**src/rtl/rv_isa_pkg.sv**
```systemverilog
// RV32I instruction set definitions
package rv_isa_pkg;

  // Data path and register file geometry
  localparam int unsigned XLEN       = 32;
  localparam int unsigned REG_ADDR_W = 5;
  localparam int unsigned NUM_REGS   = 32;

  typedef logic [REG_ADDR_W-1:0] rf_addr_t;

  // Major opcodes of the kept base integer subset
  typedef enum logic [6:0] {
    OPC_LOAD   = 7'b0000011,
    OPC_OP_IMM = 7'b0010011,
    OPC_AUIPC  = 7'b0010111,
    OPC_STORE  = 7'b0100011,
    OPC_OP     = 7'b0110011,
    OPC_LUI    = 7'b0110111,
    OPC_BRANCH = 7'b1100011,
    OPC_JALR   = 7'b1100111,
    OPC_JAL    = 7'b1101111
  } opcode_e;

  // Register layout, also the source of I, S and B immediates
  typedef struct packed {
    logic [6:0] funct7;
    rf_addr_t   rs2;
    rf_addr_t   rs1;
    logic [2:0] funct3;
    rf_addr_t   rd;
    logic [6:0] opcode;
  } r_fmt_t;

  // Upper immediate layout, J immediate is scrambled inside imm
  typedef struct packed {
    logic [19:0] imm;
    rf_addr_t    rd;
    logic [6:0]  opcode;
  } u_fmt_t;

  typedef union packed {
    r_fmt_t r_fmt;
    u_fmt_t u_fmt;
  } instr_fmt_u;

endpackage
```
**src/rtl/id_pipe_pkg.sv**
```systemverilog
// Decode stage pipeline types
package id_pipe_pkg;

  // Link address offset, no compressed instructions
  localparam logic [rv_isa_pkg::XLEN-1:0] PC_INCR = 32'd4;

  // Arithmetic ops first, branch compares in the upper half
  typedef enum logic [3:0] {
    ALU_ADD, ALU_SUB, ALU_SLL, ALU_SLT,
    ALU_SLTU, ALU_XOR, ALU_SRL, ALU_SRA,
    ALU_OR, ALU_AND,
    ALU_EQ, ALU_NE, ALU_LT, ALU_GE, ALU_LTU, ALU_GEU
  } alu_op_e;

  typedef enum logic [1:0] {OPA_REG, OPA_PC, OPA_ZERO} op_a_sel_e;
  typedef enum logic [1:0] {OPB_REG, OPB_IMM, OPB_PC4} op_b_sel_e;
  typedef enum logic [2:0] {IMM_I, IMM_S, IMM_B, IMM_U, IMM_J} imm_sel_e;
  typedef enum logic [1:0] {FW_RF, FW_EX, FW_WB} fw_sel_e;

  // Fetch to decode
  typedef struct packed {
    logic                         valid;
    logic [rv_isa_pkg::XLEN-1:0]  pc;
    rv_isa_pkg::instr_fmt_u       instr;
  } if_id_t;

  // Register write port, EX forward and WB write
  typedef struct packed {
    logic                         we;
    rv_isa_pkg::rf_addr_t         waddr;
    logic [rv_isa_pkg::XLEN-1:0]  wdata;
  } rf_wr_t;

  // Decoder output
  typedef struct packed {
    alu_op_e    alu_op;
    op_a_sel_e  op_a_sel;
    op_b_sel_e  op_b_sel;
    imm_sel_e   imm_sel;
    logic       rf_we;
    logic       data_req;
    logic       data_we;
    logic       is_branch;
    logic       is_jump;
    logic       illegal;
    logic [1:0] rs_used;    // bit 0 rs1, bit 1 rs2
  } dec_ctrl_t;

  // Decode to execute
  typedef struct packed {
    logic                         valid;
    logic [rv_isa_pkg::XLEN-1:0]  pc;
    alu_op_e                      alu_op;
    logic [rv_isa_pkg::XLEN-1:0]  operand_a;
    logic [rv_isa_pkg::XLEN-1:0]  operand_b;
    logic [rv_isa_pkg::XLEN-1:0]  store_data;
    logic [rv_isa_pkg::XLEN-1:0]  branch_target;
    rv_isa_pkg::rf_addr_t         rd;
    logic                         rf_we;
    logic                         data_req;
    logic                         data_we;
    logic                         is_branch;
  } id_ex_t;

endpackage

```
**src/rtl/id_stage.sv**
```systemverilog
// Instruction decode stage
`timescale 1ns/1ps

module id_stage (
  input  logic                clk,
  input  logic                rst_n,
  input  id_pipe_pkg::if_id_t if_id_i,
  output logic                id_ready_o,
  input  logic                ex_ready_i,
  input  id_pipe_pkg::rf_wr_t ex_fwd_i,
  input  id_pipe_pkg::rf_wr_t wb_wr_i,
  output id_pipe_pkg::id_ex_t id_ex_o,
  output logic                evt_instret_o,
  output logic                evt_load_o,
  output logic                evt_store_o,
  output logic                evt_jump_o,
  output logic                evt_branch_o
);

  id_pipe_pkg::dec_ctrl_t      ctrl;
  id_pipe_pkg::fw_sel_e        fw_a_sel, fw_b_sel;
  logic [rv_isa_pkg::XLEN-1:0] rdata_a, rdata_b;
  logic [rv_isa_pkg::XLEN-1:0] operand_a, operand_b;
  logic [rv_isa_pkg::XLEN-1:0] store_data, branch_target;
  logic [1:0]                  rs_used;
  logic                        load_stall;
  logic                        accept;
  logic                        retire;

  ////////////////////
  // Decode and operands
  id_decoder u_decoder (
    .instr_i ( if_id_i.instr ),
    .ctrl_o  ( ctrl          )
  );

  id_regfile u_regfile (
    .clk       ( clk                        ),
    .rst_n     ( rst_n                      ),
    .raddr_a_i ( if_id_i.instr.r_fmt.rs1    ),
    .raddr_b_i ( if_id_i.instr.r_fmt.rs2    ),
    .rdata_a_o ( rdata_a                    ),
    .rdata_b_o ( rdata_b                    ),
    .wr_i      ( wb_wr_i                    )
  );

  id_operand_sel u_operand_sel (
    .instr_i         ( if_id_i.instr ),
    .pc_i            ( if_id_i.pc    ),
    .ctrl_i          ( ctrl          ),
    .rdata_a_i       ( rdata_a       ),
    .rdata_b_i       ( rdata_b       ),
    .ex_fwd_i        ( ex_fwd_i      ),
    .wb_wr_i         ( wb_wr_i       ),
    .fw_a_sel_i      ( fw_a_sel      ),
    .fw_b_sel_i      ( fw_b_sel      ),
    .operand_a_o     ( operand_a     ),
    .operand_b_o     ( operand_b     ),
    .store_data_o    ( store_data    ),
    .branch_target_o ( branch_target )
  );

  // No stall from an empty slot
  assign rs_used = if_id_i.valid ? ctrl.rs_used : 2'b00;

  id_hazard_unit u_hazard_unit (
    .instr_i      ( if_id_i.instr ),
    .rs_used_i    ( rs_used       ),
    .ex_fwd_i     ( ex_fwd_i      ),
    .wb_wr_i      ( wb_wr_i       ),
    .id_ex_i      ( id_ex_o       ),
    .fw_a_sel_o   ( fw_a_sel      ),
    .fw_b_sel_o   ( fw_b_sel      ),
    .load_stall_o ( load_stall    )
  );

  ////////////////////
  // Flow control
  assign id_ready_o = ex_ready_i && !load_stall;
  assign accept     = if_id_i.valid && id_ready_o;

  // Load on accept, bubble if EX drains, hold otherwise
  always_ff @(posedge clk or negedge rst_n) begin
    if (!rst_n) begin
      id_ex_o <= '0;
    end else if (accept) begin
      id_ex_o.valid         <= 1'b1;
      id_ex_o.pc            <= if_id_i.pc;
      id_ex_o.alu_op        <= ctrl.alu_op;
      id_ex_o.operand_a     <= operand_a;
      id_ex_o.operand_b     <= operand_b;
      id_ex_o.store_data    <= store_data;
      id_ex_o.branch_target <= branch_target;
      id_ex_o.rd            <= if_id_i.instr.r_fmt.rd;
      id_ex_o.rf_we         <= ctrl.rf_we;
      id_ex_o.data_req      <= ctrl.data_req;
      id_ex_o.data_we       <= ctrl.data_we;
      id_ex_o.is_branch     <= ctrl.is_branch;
    end else if (ex_ready_i) begin
      // Payload left as is, bubble has no side effects
      id_ex_o.valid     <= 1'b0;
      id_ex_o.rf_we     <= 1'b0;
      id_ex_o.data_req  <= 1'b0;
      id_ex_o.data_we   <= 1'b0;
      id_ex_o.is_branch <= 1'b0;
    end
  end

  ////////////////////
  // Performance events
  assign retire = accept && !ctrl.illegal;

  always_ff @(posedge clk or negedge rst_n) begin
    if (!rst_n) begin
      evt_instret_o <= 1'b0;
      evt_load_o    <= 1'b0;
      evt_store_o   <= 1'b0;
      evt_jump_o    <= 1'b0;
      evt_branch_o  <= 1'b0;
    end else begin
      evt_instret_o <= retire;
      evt_load_o    <= retire && ctrl.data_req && !ctrl.data_we;
      evt_store_o   <= retire && ctrl.data_req && ctrl.data_we;
      evt_jump_o    <= retire && ctrl.is_jump;
      evt_branch_o  <= retire && ctrl.is_branch;
    end
  end

endmodule

```
**src/rtl/id_hazard_unit.sv**
```systemverilog
// Forwarding and load-use hazard detection
`timescale 1ns/1ps

module id_hazard_unit (
  input  rv_isa_pkg::instr_fmt_u instr_i,
  input  logic [1:0]             rs_used_i,
  input  id_pipe_pkg::rf_wr_t    ex_fwd_i,
  input  id_pipe_pkg::rf_wr_t    wb_wr_i,
  input  id_pipe_pkg::id_ex_t    id_ex_i,
  output id_pipe_pkg::fw_sel_e   fw_a_sel_o,
  output id_pipe_pkg::fw_sel_e   fw_b_sel_o,
  output logic                   load_stall_o
);

  logic ex_is_load;
  logic rs1_hit;
  logic rs2_hit;

  // EX wins over WB, x0 is never forwarded
  function automatic id_pipe_pkg::fw_sel_e fw_select(
    input rv_isa_pkg::rf_addr_t rs,
    input id_pipe_pkg::rf_wr_t  ex,
    input id_pipe_pkg::rf_wr_t  wb
  );
    id_pipe_pkg::fw_sel_e sel;
    if (ex.we && ex.waddr != '0 && ex.waddr == rs) begin
      sel = id_pipe_pkg::FW_EX;
    end else if (wb.we && wb.waddr != '0 && wb.waddr == rs) begin
      sel = id_pipe_pkg::FW_WB;
    end else begin
      sel = id_pipe_pkg::FW_RF;
    end
    return sel;
  endfunction

  assign fw_a_sel_o = fw_select(instr_i.r_fmt.rs1, ex_fwd_i, wb_wr_i);
  assign fw_b_sel_o = fw_select(instr_i.r_fmt.rs2, ex_fwd_i, wb_wr_i);

  // Load data not there before WB
  assign ex_is_load = id_ex_i.valid && id_ex_i.data_req && !id_ex_i.data_we &&
                      id_ex_i.rd != '0;
  assign rs1_hit = rs_used_i[0] && id_ex_i.rd == instr_i.r_fmt.rs1;
  assign rs2_hit = rs_used_i[1] && id_ex_i.rd == instr_i.r_fmt.rs2;

  assign load_stall_o = ex_is_load && (rs1_hit || rs2_hit);

endmodule

```
**src/rtl/id_operand_sel.sv**
```systemverilog
// Immediate and operand selection
`timescale 1ns/1ps

module id_operand_sel (
  input  rv_isa_pkg::instr_fmt_u      instr_i,
  input  logic [rv_isa_pkg::XLEN-1:0] pc_i,
  input  id_pipe_pkg::dec_ctrl_t      ctrl_i,
  input  logic [rv_isa_pkg::XLEN-1:0] rdata_a_i,
  input  logic [rv_isa_pkg::XLEN-1:0] rdata_b_i,
  input  id_pipe_pkg::rf_wr_t         ex_fwd_i,
  input  id_pipe_pkg::rf_wr_t         wb_wr_i,
  input  id_pipe_pkg::fw_sel_e        fw_a_sel_i,
  input  id_pipe_pkg::fw_sel_e        fw_b_sel_i,
  output logic [rv_isa_pkg::XLEN-1:0] operand_a_o,
  output logic [rv_isa_pkg::XLEN-1:0] operand_b_o,
  output logic [rv_isa_pkg::XLEN-1:0] store_data_o,
  output logic [rv_isa_pkg::XLEN-1:0] branch_target_o
);

  rv_isa_pkg::r_fmt_t          r;
  rv_isa_pkg::u_fmt_t          u;
  logic [rv_isa_pkg::XLEN-1:0] imm_i, imm_s, imm_b, imm_u, imm_j;
  logic [rv_isa_pkg::XLEN-1:0] imm;
  logic [rv_isa_pkg::XLEN-1:0] rs1_fw, rs2_fw;
  logic [rv_isa_pkg::XLEN-1:0] jalr_sum;
  logic                        is_jalr;

  // Register file or a pending write
  function automatic logic [rv_isa_pkg::XLEN-1:0] fw_mux(
    input id_pipe_pkg::fw_sel_e        sel,
    input logic [rv_isa_pkg::XLEN-1:0] rf_val,
    input logic [rv_isa_pkg::XLEN-1:0] ex_val,
    input logic [rv_isa_pkg::XLEN-1:0] wb_val
  );
    logic [rv_isa_pkg::XLEN-1:0] val;
    case (sel)
      id_pipe_pkg::FW_EX: val = ex_val;
      id_pipe_pkg::FW_WB: val = wb_val;
      default:            val = rf_val;
    endcase
    return val;
  endfunction

  ////////////////////
  // Immediates
  assign r = instr_i.r_fmt;
  assign u = instr_i.u_fmt;

  assign imm_i = {{20{r.funct7[6]}}, r.funct7, r.rs2};
  assign imm_s = {{20{r.funct7[6]}}, r.funct7, r.rd};
  assign imm_b = {{19{r.funct7[6]}}, r.funct7[6], r.rd[0], r.funct7[5:0], r.rd[4:1], 1'b0};
  assign imm_u = {u.imm, 12'b0};
  // J bits sit in the upper immediate as 20|10:1|11|19:12
  assign imm_j = {{12{u.imm[19]}}, u.imm[7:0], u.imm[8], u.imm[18:9], 1'b0};

  always_comb begin
    case (ctrl_i.imm_sel)
      id_pipe_pkg::IMM_S: imm = imm_s;
      id_pipe_pkg::IMM_B: imm = imm_b;
      id_pipe_pkg::IMM_U: imm = imm_u;
      id_pipe_pkg::IMM_J: imm = imm_j;
      default:            imm = imm_i;
    endcase
  end

  ////////////////////
  // Forwarding
  assign rs1_fw = fw_mux(fw_a_sel_i, rdata_a_i, ex_fwd_i.wdata, wb_wr_i.wdata);
  assign rs2_fw = fw_mux(fw_b_sel_i, rdata_b_i, ex_fwd_i.wdata, wb_wr_i.wdata);

  ////////////////////
  // ALU operands
  always_comb begin
    case (ctrl_i.op_a_sel)
      id_pipe_pkg::OPA_PC:   operand_a_o = pc_i;
      id_pipe_pkg::OPA_ZERO: operand_a_o = '0;
      default:               operand_a_o = rs1_fw;
    endcase
    case (ctrl_i.op_b_sel)
      id_pipe_pkg::OPB_IMM: operand_b_o = imm;
      id_pipe_pkg::OPB_PC4: operand_b_o = id_pipe_pkg::PC_INCR;
      default:              operand_b_o = rs2_fw;
    endcase
  end

  assign store_data_o = rs2_fw;

  // Jumps using the I immediate are JALR
  assign is_jalr  = ctrl_i.is_jump && ctrl_i.imm_sel == id_pipe_pkg::IMM_I;
  assign jalr_sum = rs1_fw + imm;
  // PC relative for branches and JAL, bit 0 dropped for JALR
  assign branch_target_o = is_jalr ? {jalr_sum[rv_isa_pkg::XLEN-1:1], 1'b0} : pc_i + imm;

endmodule

```
**src/rtl/id_regfile.sv**
```systemverilog
// Integer register file
`timescale 1ns/1ps

module id_regfile (
  input  logic                        clk,
  input  logic                        rst_n,
  input  rv_isa_pkg::rf_addr_t        raddr_a_i,
  input  rv_isa_pkg::rf_addr_t        raddr_b_i,
  output logic [rv_isa_pkg::XLEN-1:0] rdata_a_o,
  output logic [rv_isa_pkg::XLEN-1:0] rdata_b_o,
  input  id_pipe_pkg::rf_wr_t         wr_i
);

  // Storage for x1 to x31, x0 has none
  logic [rv_isa_pkg::XLEN-1:0] regs_q [rv_isa_pkg::NUM_REGS-1:1];

  always_ff @(posedge clk or negedge rst_n) begin
    if (!rst_n) begin
      for (int i = 1; i < rv_isa_pkg::NUM_REGS; i++) begin
        regs_q[i] <= '0;
      end
    end else if (wr_i.we && wr_i.waddr != '0) begin
      regs_q[wr_i.waddr] <= wr_i.wdata;
    end
  end

  // Combinational reads, x0 hard-wired
  assign rdata_a_o = (raddr_a_i == '0) ? '0 : regs_q[raddr_a_i];
  assign rdata_b_o = (raddr_b_i == '0) ? '0 : regs_q[raddr_b_i];

endmodule

```
**src/rtl/id_decoder.sv**
```systemverilog
// RV32I instruction decoder
`timescale 1ns/1ps

module id_decoder (
  input  rv_isa_pkg::instr_fmt_u instr_i,
  output id_pipe_pkg::dec_ctrl_t ctrl_o
);

  logic [6:0] opcode;
  logic [2:0] funct3;
  logic [6:0] funct7;
  logic       illegal;

  // Register and immediate arithmetic, alt picks SUB or SRA
  function automatic id_pipe_pkg::alu_op_e arith_op(
    input logic [2:0] f3,
    input logic       alt
  );
    id_pipe_pkg::alu_op_e op;
    case (f3)
      3'b000:  op = alt ? id_pipe_pkg::ALU_SUB : id_pipe_pkg::ALU_ADD;
      3'b001:  op = id_pipe_pkg::ALU_SLL;
      3'b010:  op = id_pipe_pkg::ALU_SLT;
      3'b011:  op = id_pipe_pkg::ALU_SLTU;
      3'b100:  op = id_pipe_pkg::ALU_XOR;
      3'b101:  op = alt ? id_pipe_pkg::ALU_SRA : id_pipe_pkg::ALU_SRL;
      3'b110:  op = id_pipe_pkg::ALU_OR;
      default: op = id_pipe_pkg::ALU_AND;
    endcase
    return op;
  endfunction

  // Branch compare, 010 and 011 caught as illegal by the caller
  function automatic id_pipe_pkg::alu_op_e branch_op(input logic [2:0] f3);
    id_pipe_pkg::alu_op_e op;
    case (f3)
      3'b001:  op = id_pipe_pkg::ALU_NE;
      3'b100:  op = id_pipe_pkg::ALU_LT;
      3'b101:  op = id_pipe_pkg::ALU_GE;
      3'b110:  op = id_pipe_pkg::ALU_LTU;
      3'b111:  op = id_pipe_pkg::ALU_GEU;
      default: op = id_pipe_pkg::ALU_EQ;
    endcase
    return op;
  endfunction

  assign opcode = instr_i.r_fmt.opcode;
  assign funct3 = instr_i.r_fmt.funct3;
  assign funct7 = instr_i.r_fmt.funct7;

  always_comb begin
    // Defaults describe a plain register-register ADD
    ctrl_o          = '0;
    ctrl_o.alu_op   = id_pipe_pkg::ALU_ADD;
    ctrl_o.op_a_sel = id_pipe_pkg::OPA_REG;
    ctrl_o.op_b_sel = id_pipe_pkg::OPB_REG;
    ctrl_o.imm_sel  = id_pipe_pkg::IMM_I;
    illegal         = 1'b0;

    case (opcode)
      rv_isa_pkg::OPC_OP: begin
        ctrl_o.alu_op  = arith_op(funct3, funct7[5]);
        ctrl_o.rf_we   = 1'b1;
        ctrl_o.rs_used = 2'b11;
        // Alternate encoding only for SUB and SRA
        illegal = !(funct7 == 7'h00 ||
                    (funct7 == 7'h20 && (funct3 == 3'b000 || funct3 == 3'b101)));
      end
      rv_isa_pkg::OPC_OP_IMM: begin
        ctrl_o.alu_op   = arith_op(funct3, funct3 == 3'b101 && funct7[5]);
        ctrl_o.op_b_sel = id_pipe_pkg::OPB_IMM;
        ctrl_o.rf_we    = 1'b1;
        ctrl_o.rs_used  = 2'b01;
        // Shifts keep funct7 in the upper immediate bits
        illegal = (funct3 == 3'b001 && funct7 != 7'h00) ||
                  (funct3 == 3'b101 && funct7 != 7'h00 && funct7 != 7'h20);
      end
      rv_isa_pkg::OPC_LUI: begin
        ctrl_o.op_a_sel = id_pipe_pkg::OPA_ZERO;
        ctrl_o.op_b_sel = id_pipe_pkg::OPB_IMM;
        ctrl_o.imm_sel  = id_pipe_pkg::IMM_U;
        ctrl_o.rf_we    = 1'b1;
      end
      rv_isa_pkg::OPC_AUIPC: begin
        ctrl_o.op_a_sel = id_pipe_pkg::OPA_PC;
        ctrl_o.op_b_sel = id_pipe_pkg::OPB_IMM;
        ctrl_o.imm_sel  = id_pipe_pkg::IMM_U;
        ctrl_o.rf_we    = 1'b1;
      end
      rv_isa_pkg::OPC_LOAD: begin
        ctrl_o.op_b_sel = id_pipe_pkg::OPB_IMM;
        ctrl_o.rf_we    = 1'b1;
        ctrl_o.data_req = 1'b1;
        ctrl_o.rs_used  = 2'b01;
        // LB LH LW LBU LHU only
        illegal = funct3 == 3'b011 || funct3[2:1] == 2'b11;
      end
      rv_isa_pkg::OPC_STORE: begin
        ctrl_o.op_b_sel = id_pipe_pkg::OPB_IMM;
        ctrl_o.imm_sel  = id_pipe_pkg::IMM_S;
        ctrl_o.data_req = 1'b1;
        ctrl_o.data_we  = 1'b1;
        ctrl_o.rs_used  = 2'b11;
        illegal = funct3[2] || funct3[1:0] == 2'b11;
      end
      rv_isa_pkg::OPC_BRANCH: begin
        ctrl_o.alu_op    = branch_op(funct3);
        ctrl_o.imm_sel   = id_pipe_pkg::IMM_B;
        ctrl_o.is_branch = 1'b1;
        ctrl_o.rs_used   = 2'b11;
        illegal = funct3[2:1] == 2'b01;
      end
      rv_isa_pkg::OPC_JAL: begin
        // Link value PC + 4 goes through the ALU
        ctrl_o.op_a_sel = id_pipe_pkg::OPA_PC;
        ctrl_o.op_b_sel = id_pipe_pkg::OPB_PC4;
        ctrl_o.imm_sel  = id_pipe_pkg::IMM_J;
        ctrl_o.rf_we    = 1'b1;
        ctrl_o.is_jump  = 1'b1;
      end
      rv_isa_pkg::OPC_JALR: begin
        ctrl_o.op_a_sel = id_pipe_pkg::OPA_PC;
        ctrl_o.op_b_sel = id_pipe_pkg::OPB_PC4;
        ctrl_o.rf_we    = 1'b1;
        ctrl_o.is_jump  = 1'b1;
        ctrl_o.rs_used  = 2'b01;
        illegal = funct3 != 3'b000;
      end
      default: begin
        illegal = 1'b1;
      end
    endcase

    // Illegal words must not touch state or cause a stall
    if (illegal) begin
      ctrl_o.rf_we     = 1'b0;
      ctrl_o.data_req  = 1'b0;
      ctrl_o.data_we   = 1'b0;
      ctrl_o.is_branch = 1'b0;
      ctrl_o.is_jump   = 1'b0;
      ctrl_o.rs_used   = 2'b00;
    end
    ctrl_o.illegal = illegal;
  end

endmodule

```
**config.mk**
```make
export PLATFORM = sky130hd
export DESIGN_NAME = id_stage
export DESIGN_NICKNAME = d
export VERILOG_FILES = /design/src/rtl/rv_isa_pkg.sv /design/src/rtl/id_pipe_pkg.sv /design/src/rtl/id_stage.sv /design/src/rtl/id_hazard_unit.sv /design/src/rtl/id_operand_sel.sv /design/src/rtl/id_regfile.sv /design/src/rtl/id_decoder.sv
export SDC_FILE = /design/constraint.sdc
export NUM_CORES = 2
export LEC_CHECK = 0
export ABC_AREA = 1
export BUFFER_PORTS_ARGS = -buffer_cell sky130_fd_sc_hd__buf_2
export CORE_UTILIZATION = 40
export CTS_CLUSTER_SIZE = 28
export DETAILED_ROUTE_END_ITERATION = 8
export MAX_ROUTING_LAYER = met4
export PLACE_DENSITY = 0.65
export SKIP_CTS_REPAIR_TIMING = 1
export SYNTH_ARGS = -nofsm -noshare
export SYNTH_HDL_FRONTEND = slang
export SYNTH_SLANG_ARGS = --single-unit
```
**constraint.sdc**
```tcl
create_clock -name clk -period 6.86 [get_ports clk]
set_input_delay 0.686 -clock clk [delete_from_list [all_inputs] [get_ports clk]]
set_output_delay 0.686 -clock clk [all_outputs]
set_load 0.1 [all_outputs]
```
==> parameters.txt <==
Parameter                              Value

Synth
  Seq/Total Area, Yosys    45.2%
  Mean cell area of the mapped netlist    7.73 um2
  Distinct cell type count of the synthesized netlist    65
  Post-synth design cell area    ~65,000 um2
  Syn nets    ~8,600
  Area fraction of the dominant cell type after synthesis    between 40% and 50%
  Cells taking the most area after synthesis    dfrtp_1 (45%), o21ai_0 (13%), nand2_1 (11%), a21oi_1 (5.0%), o221ai_1 (4.8%)
  Count of flip-flops with a built-in enable after synthesis    0
  Yosys warning count    0
  Count of mapped cells out of synthesis    about 8,400
  Dominant synthesized flop cell    dfrtp_1
  Largest area contributor in the netlist    dfrtp_1
  Ys async rst share    100%
  Post-synthesis sequential element count    1,171

Global route
  Number of global-route vias before repair    between 60,000 and 70,000
  Global router's overall resource usage    between 30% and 40%
  Largest net degree at the start of global routing    194
  First-pass GRT wire length    about 430,000 um
  Number of antenna violations at the first check in global routing    30
  Residual overflow from global routing    0

Clocking
  Worst-skew pair later-pin latency    0.80 ns
  CTS Buf Count    134
  Clock tree from TritonCTS    built
  Clk slew on worst S/H paths    approximately 0.060 ns
  CTS Root Cell    clkbuf_16
  H-tree levels    4
  Sink count of the clock tree    between 1,000 and 1,500
  CTS max path bufs    3

Cells and area
  Fraction of layout cells with a size suffix above 1    between 10% and 20%
  Final std cells w/o fill    approximately 11,000
  Post-layout nets    between 8,000 and 9,000
  Leading cell types in the layout, fill and taps excluded    nand2_1 (1,944), o21ai_0 (1,643), dfrtp_1 (1,171)
  Leading cell type in the layout, fill and taps excluded    nand2_1
  Area added between synthesis and finish    11.8%
  End-of-flow core utilization    45.1%

STA
  Min Tclk post-route    5.25 ns
  Final-report setup violation count    0
  Number of slew-limit violations in the final report    0
  Slew at the pin closest to its max-slew limit    1.36 ns
  Worst hold-check slack    between 0.1 and 0.15 ns
  Total negative slack    0 ns
  Final Skew    between 0.02 and 0.025 ns
  Fin worst setup slack    1.61 ns
  Number of endpoints with negative hold slack in the final report    0
  Final worst path period share    76.5%
  RSZ-0062 raised after global routing    no
  Achievable clock frequency    roughly 0.19 GHz
  Worst-case headroom to the max-slew limit    9.25%

Route
  Average wire length per cell after detail routing    27.8 um
  DRC violation total after the first TritonRoute iteration    11,344
  Via count    66,840
  Final wirelength    between 200,000 and 300,000 um
  Total iterations of the first detailed-routing run    8
  Drt drc    0
  Drt via density    6.29
  Final antenna-violating net count    0

Hold path
  Worst Hold Depth    3
  Worst hold-check path type    in2reg

Pwr
  PwrDens    between 300 and 400 nW/um2
  Maximum ir drop on the vdd rail    252 uV
  Static Leak    between 0.03 and 0.04 uW

Place
  Placed wire-length estimate after detailed placement    176,000 um
  Global placement routability congestion    between 0.9 and 1
  Place WS    1.29 ns
  Number of buffer cells added on primary ports    approximately 320
  Placed Instances    ~10,000

Setup path
  Worst Setup End Kind    flop
  Startpoint type of the worst setup path    input pin
  Critical path fanouts, max    around 100
  Arrival time worst endpoint    roughly 6 ns
  Path depth of the worst reg2reg path    23
  Class of the most critical setup path    in2reg
  Data required time of the worst path    roughly 7.6 ns

Floorplan
  Width of the chip    about 400 um
  Overall die height    about 400 um
  IO Pins    324
  Starting utilization of the core area    40.4%
  Area inside the core boundary    around 160,000 um2
  Floorplan die area    164,000 um2
  Number of cell rows    approximately 150

Job
  Max-Cap Viols    0

Status
  Outcome    completed
[routing by layer]
metal | part of all wire, % | vias up | global-route usage, % | wire, um
met5 | 0 | - | - | 0
met4 | 7.1 | 0 | 22.4 | 20800
met3 | 14 | 1147 | 11.5 | 42000
met2 | 41 | 5028 | 50.7 | 121000
met1 | 38 | 31921 | 45.6 | 111000
li1 | - | 28744 | - | -
[cell type report]
type	instances	area (um2)
Fill cell	16015	88200
Multi-Input combinational cell	5782	30000
Sequential cell	1171	29300
Clock buffer	193	4000
Timing Repair Buffer	491	3160
Inverter	743	2820
Tap cell	2160	2700
Clock inverter	43	490
Antenna cell	35	87.6
[per-stage QoR]
| stage | instance area [um2] | total power (uW) |
|---|---|---|
| floorplan | 64900 | 12900 |
| global placement | 67900 | 14600 |
| detailed placement | 67900 | 14700 |
| CTS | 72400 | 22100 |
| global route | 72500 | 23100 |
| finish | 72500 | 22300 |
[synthesized netlist by cell type (43+ instances only)]
master / count
o211ai_1: 189
o21ai_0: 1643
dfrtp_1: 1171
nor2_1: 226
ha_1: 64
buf_2: 128
inv_1: 721
o2111ai_1: 43
buf_1: 45
nand4_1: 44
nand3_1: 210
clkbuf_1: 485
a21oi_1: 653
nand2_1: 1973
o221ai_1: 352
[registers in the layout (all words and copies together), names as in the netlist]
register	flops
evt_load_o	1
u_regfile.regs_q	992
evt_instret_o	1
evt_branch_o	1
evt_jump_o	1
evt_store_o	1
id_ex_o	174
[path summary, 6_finish.rpt]
check | from | end | slack [ns]
worst max-delay path | if_id_i[15] | id_ex_o[37] | 1.61
worst min register to register | id_ex_o[168] | id_ex_o[168] | 0.47
worst min-delay path | if_id_i[48] | id_ex_o[157] | 0.15
min in group asynchronous | rst_n | u_regfile.regs_q[384] | 0.49
max in group asynchronous | rst_n | u_regfile.regs_q[269] | 4.57
worst max register to register | u_regfile.regs_q[970] | id_ex_o[37] | 2.32
[report_power, final]
| group | switching, uW | internal (uW) | total, uW | leakage [uW] |
|---|---|---|---|---|
| Combinational | 4250 | 1490 | 5740 | 0.0155 |
| Sequential | 834 | 8210 | 9050 | 0.0148 |
| Clock | 3100 | 4360 | 7460 | 0.00222 |
[worst max-delay path: stages]
cell	delay [ns]
buf_8	0.29
inv_4	0.11
nor2_4	0.18
buf_12	0.61
nand2_1	0.14
o2111ai_1	0.12
o21ai_0	0.10
o21ai_0	0.30
nand2_1	0.09
nand4_1	0.14
o221ai_1	0.54
inv_1	0.27
ha_1	0.24
nand2_1	0.08
nor4_1	0.26
a21oi_1	0.17
o21bai_1	0.36
a31oi_1	0.26
o21ai_1	0.34
nand2_1	0.12
nand3_1	0.09
nand3_1	0.10
nand2_1	0.12
nand2_1	0.05
nand2_1	0.07
[cell families after synthesis]
family                   synth area share (%)
AND/OR/NAND/NOR                          15.8
buffers and inverters                    8.92
flip-flops                               45.2
AO/OA/AOI/OAI                            28.2
XOR/XNOR                                0.567
adder cells (fa/ha/maj)                  1.30
multiplexers                           0.0154
(Power assumes the default switching activity.)
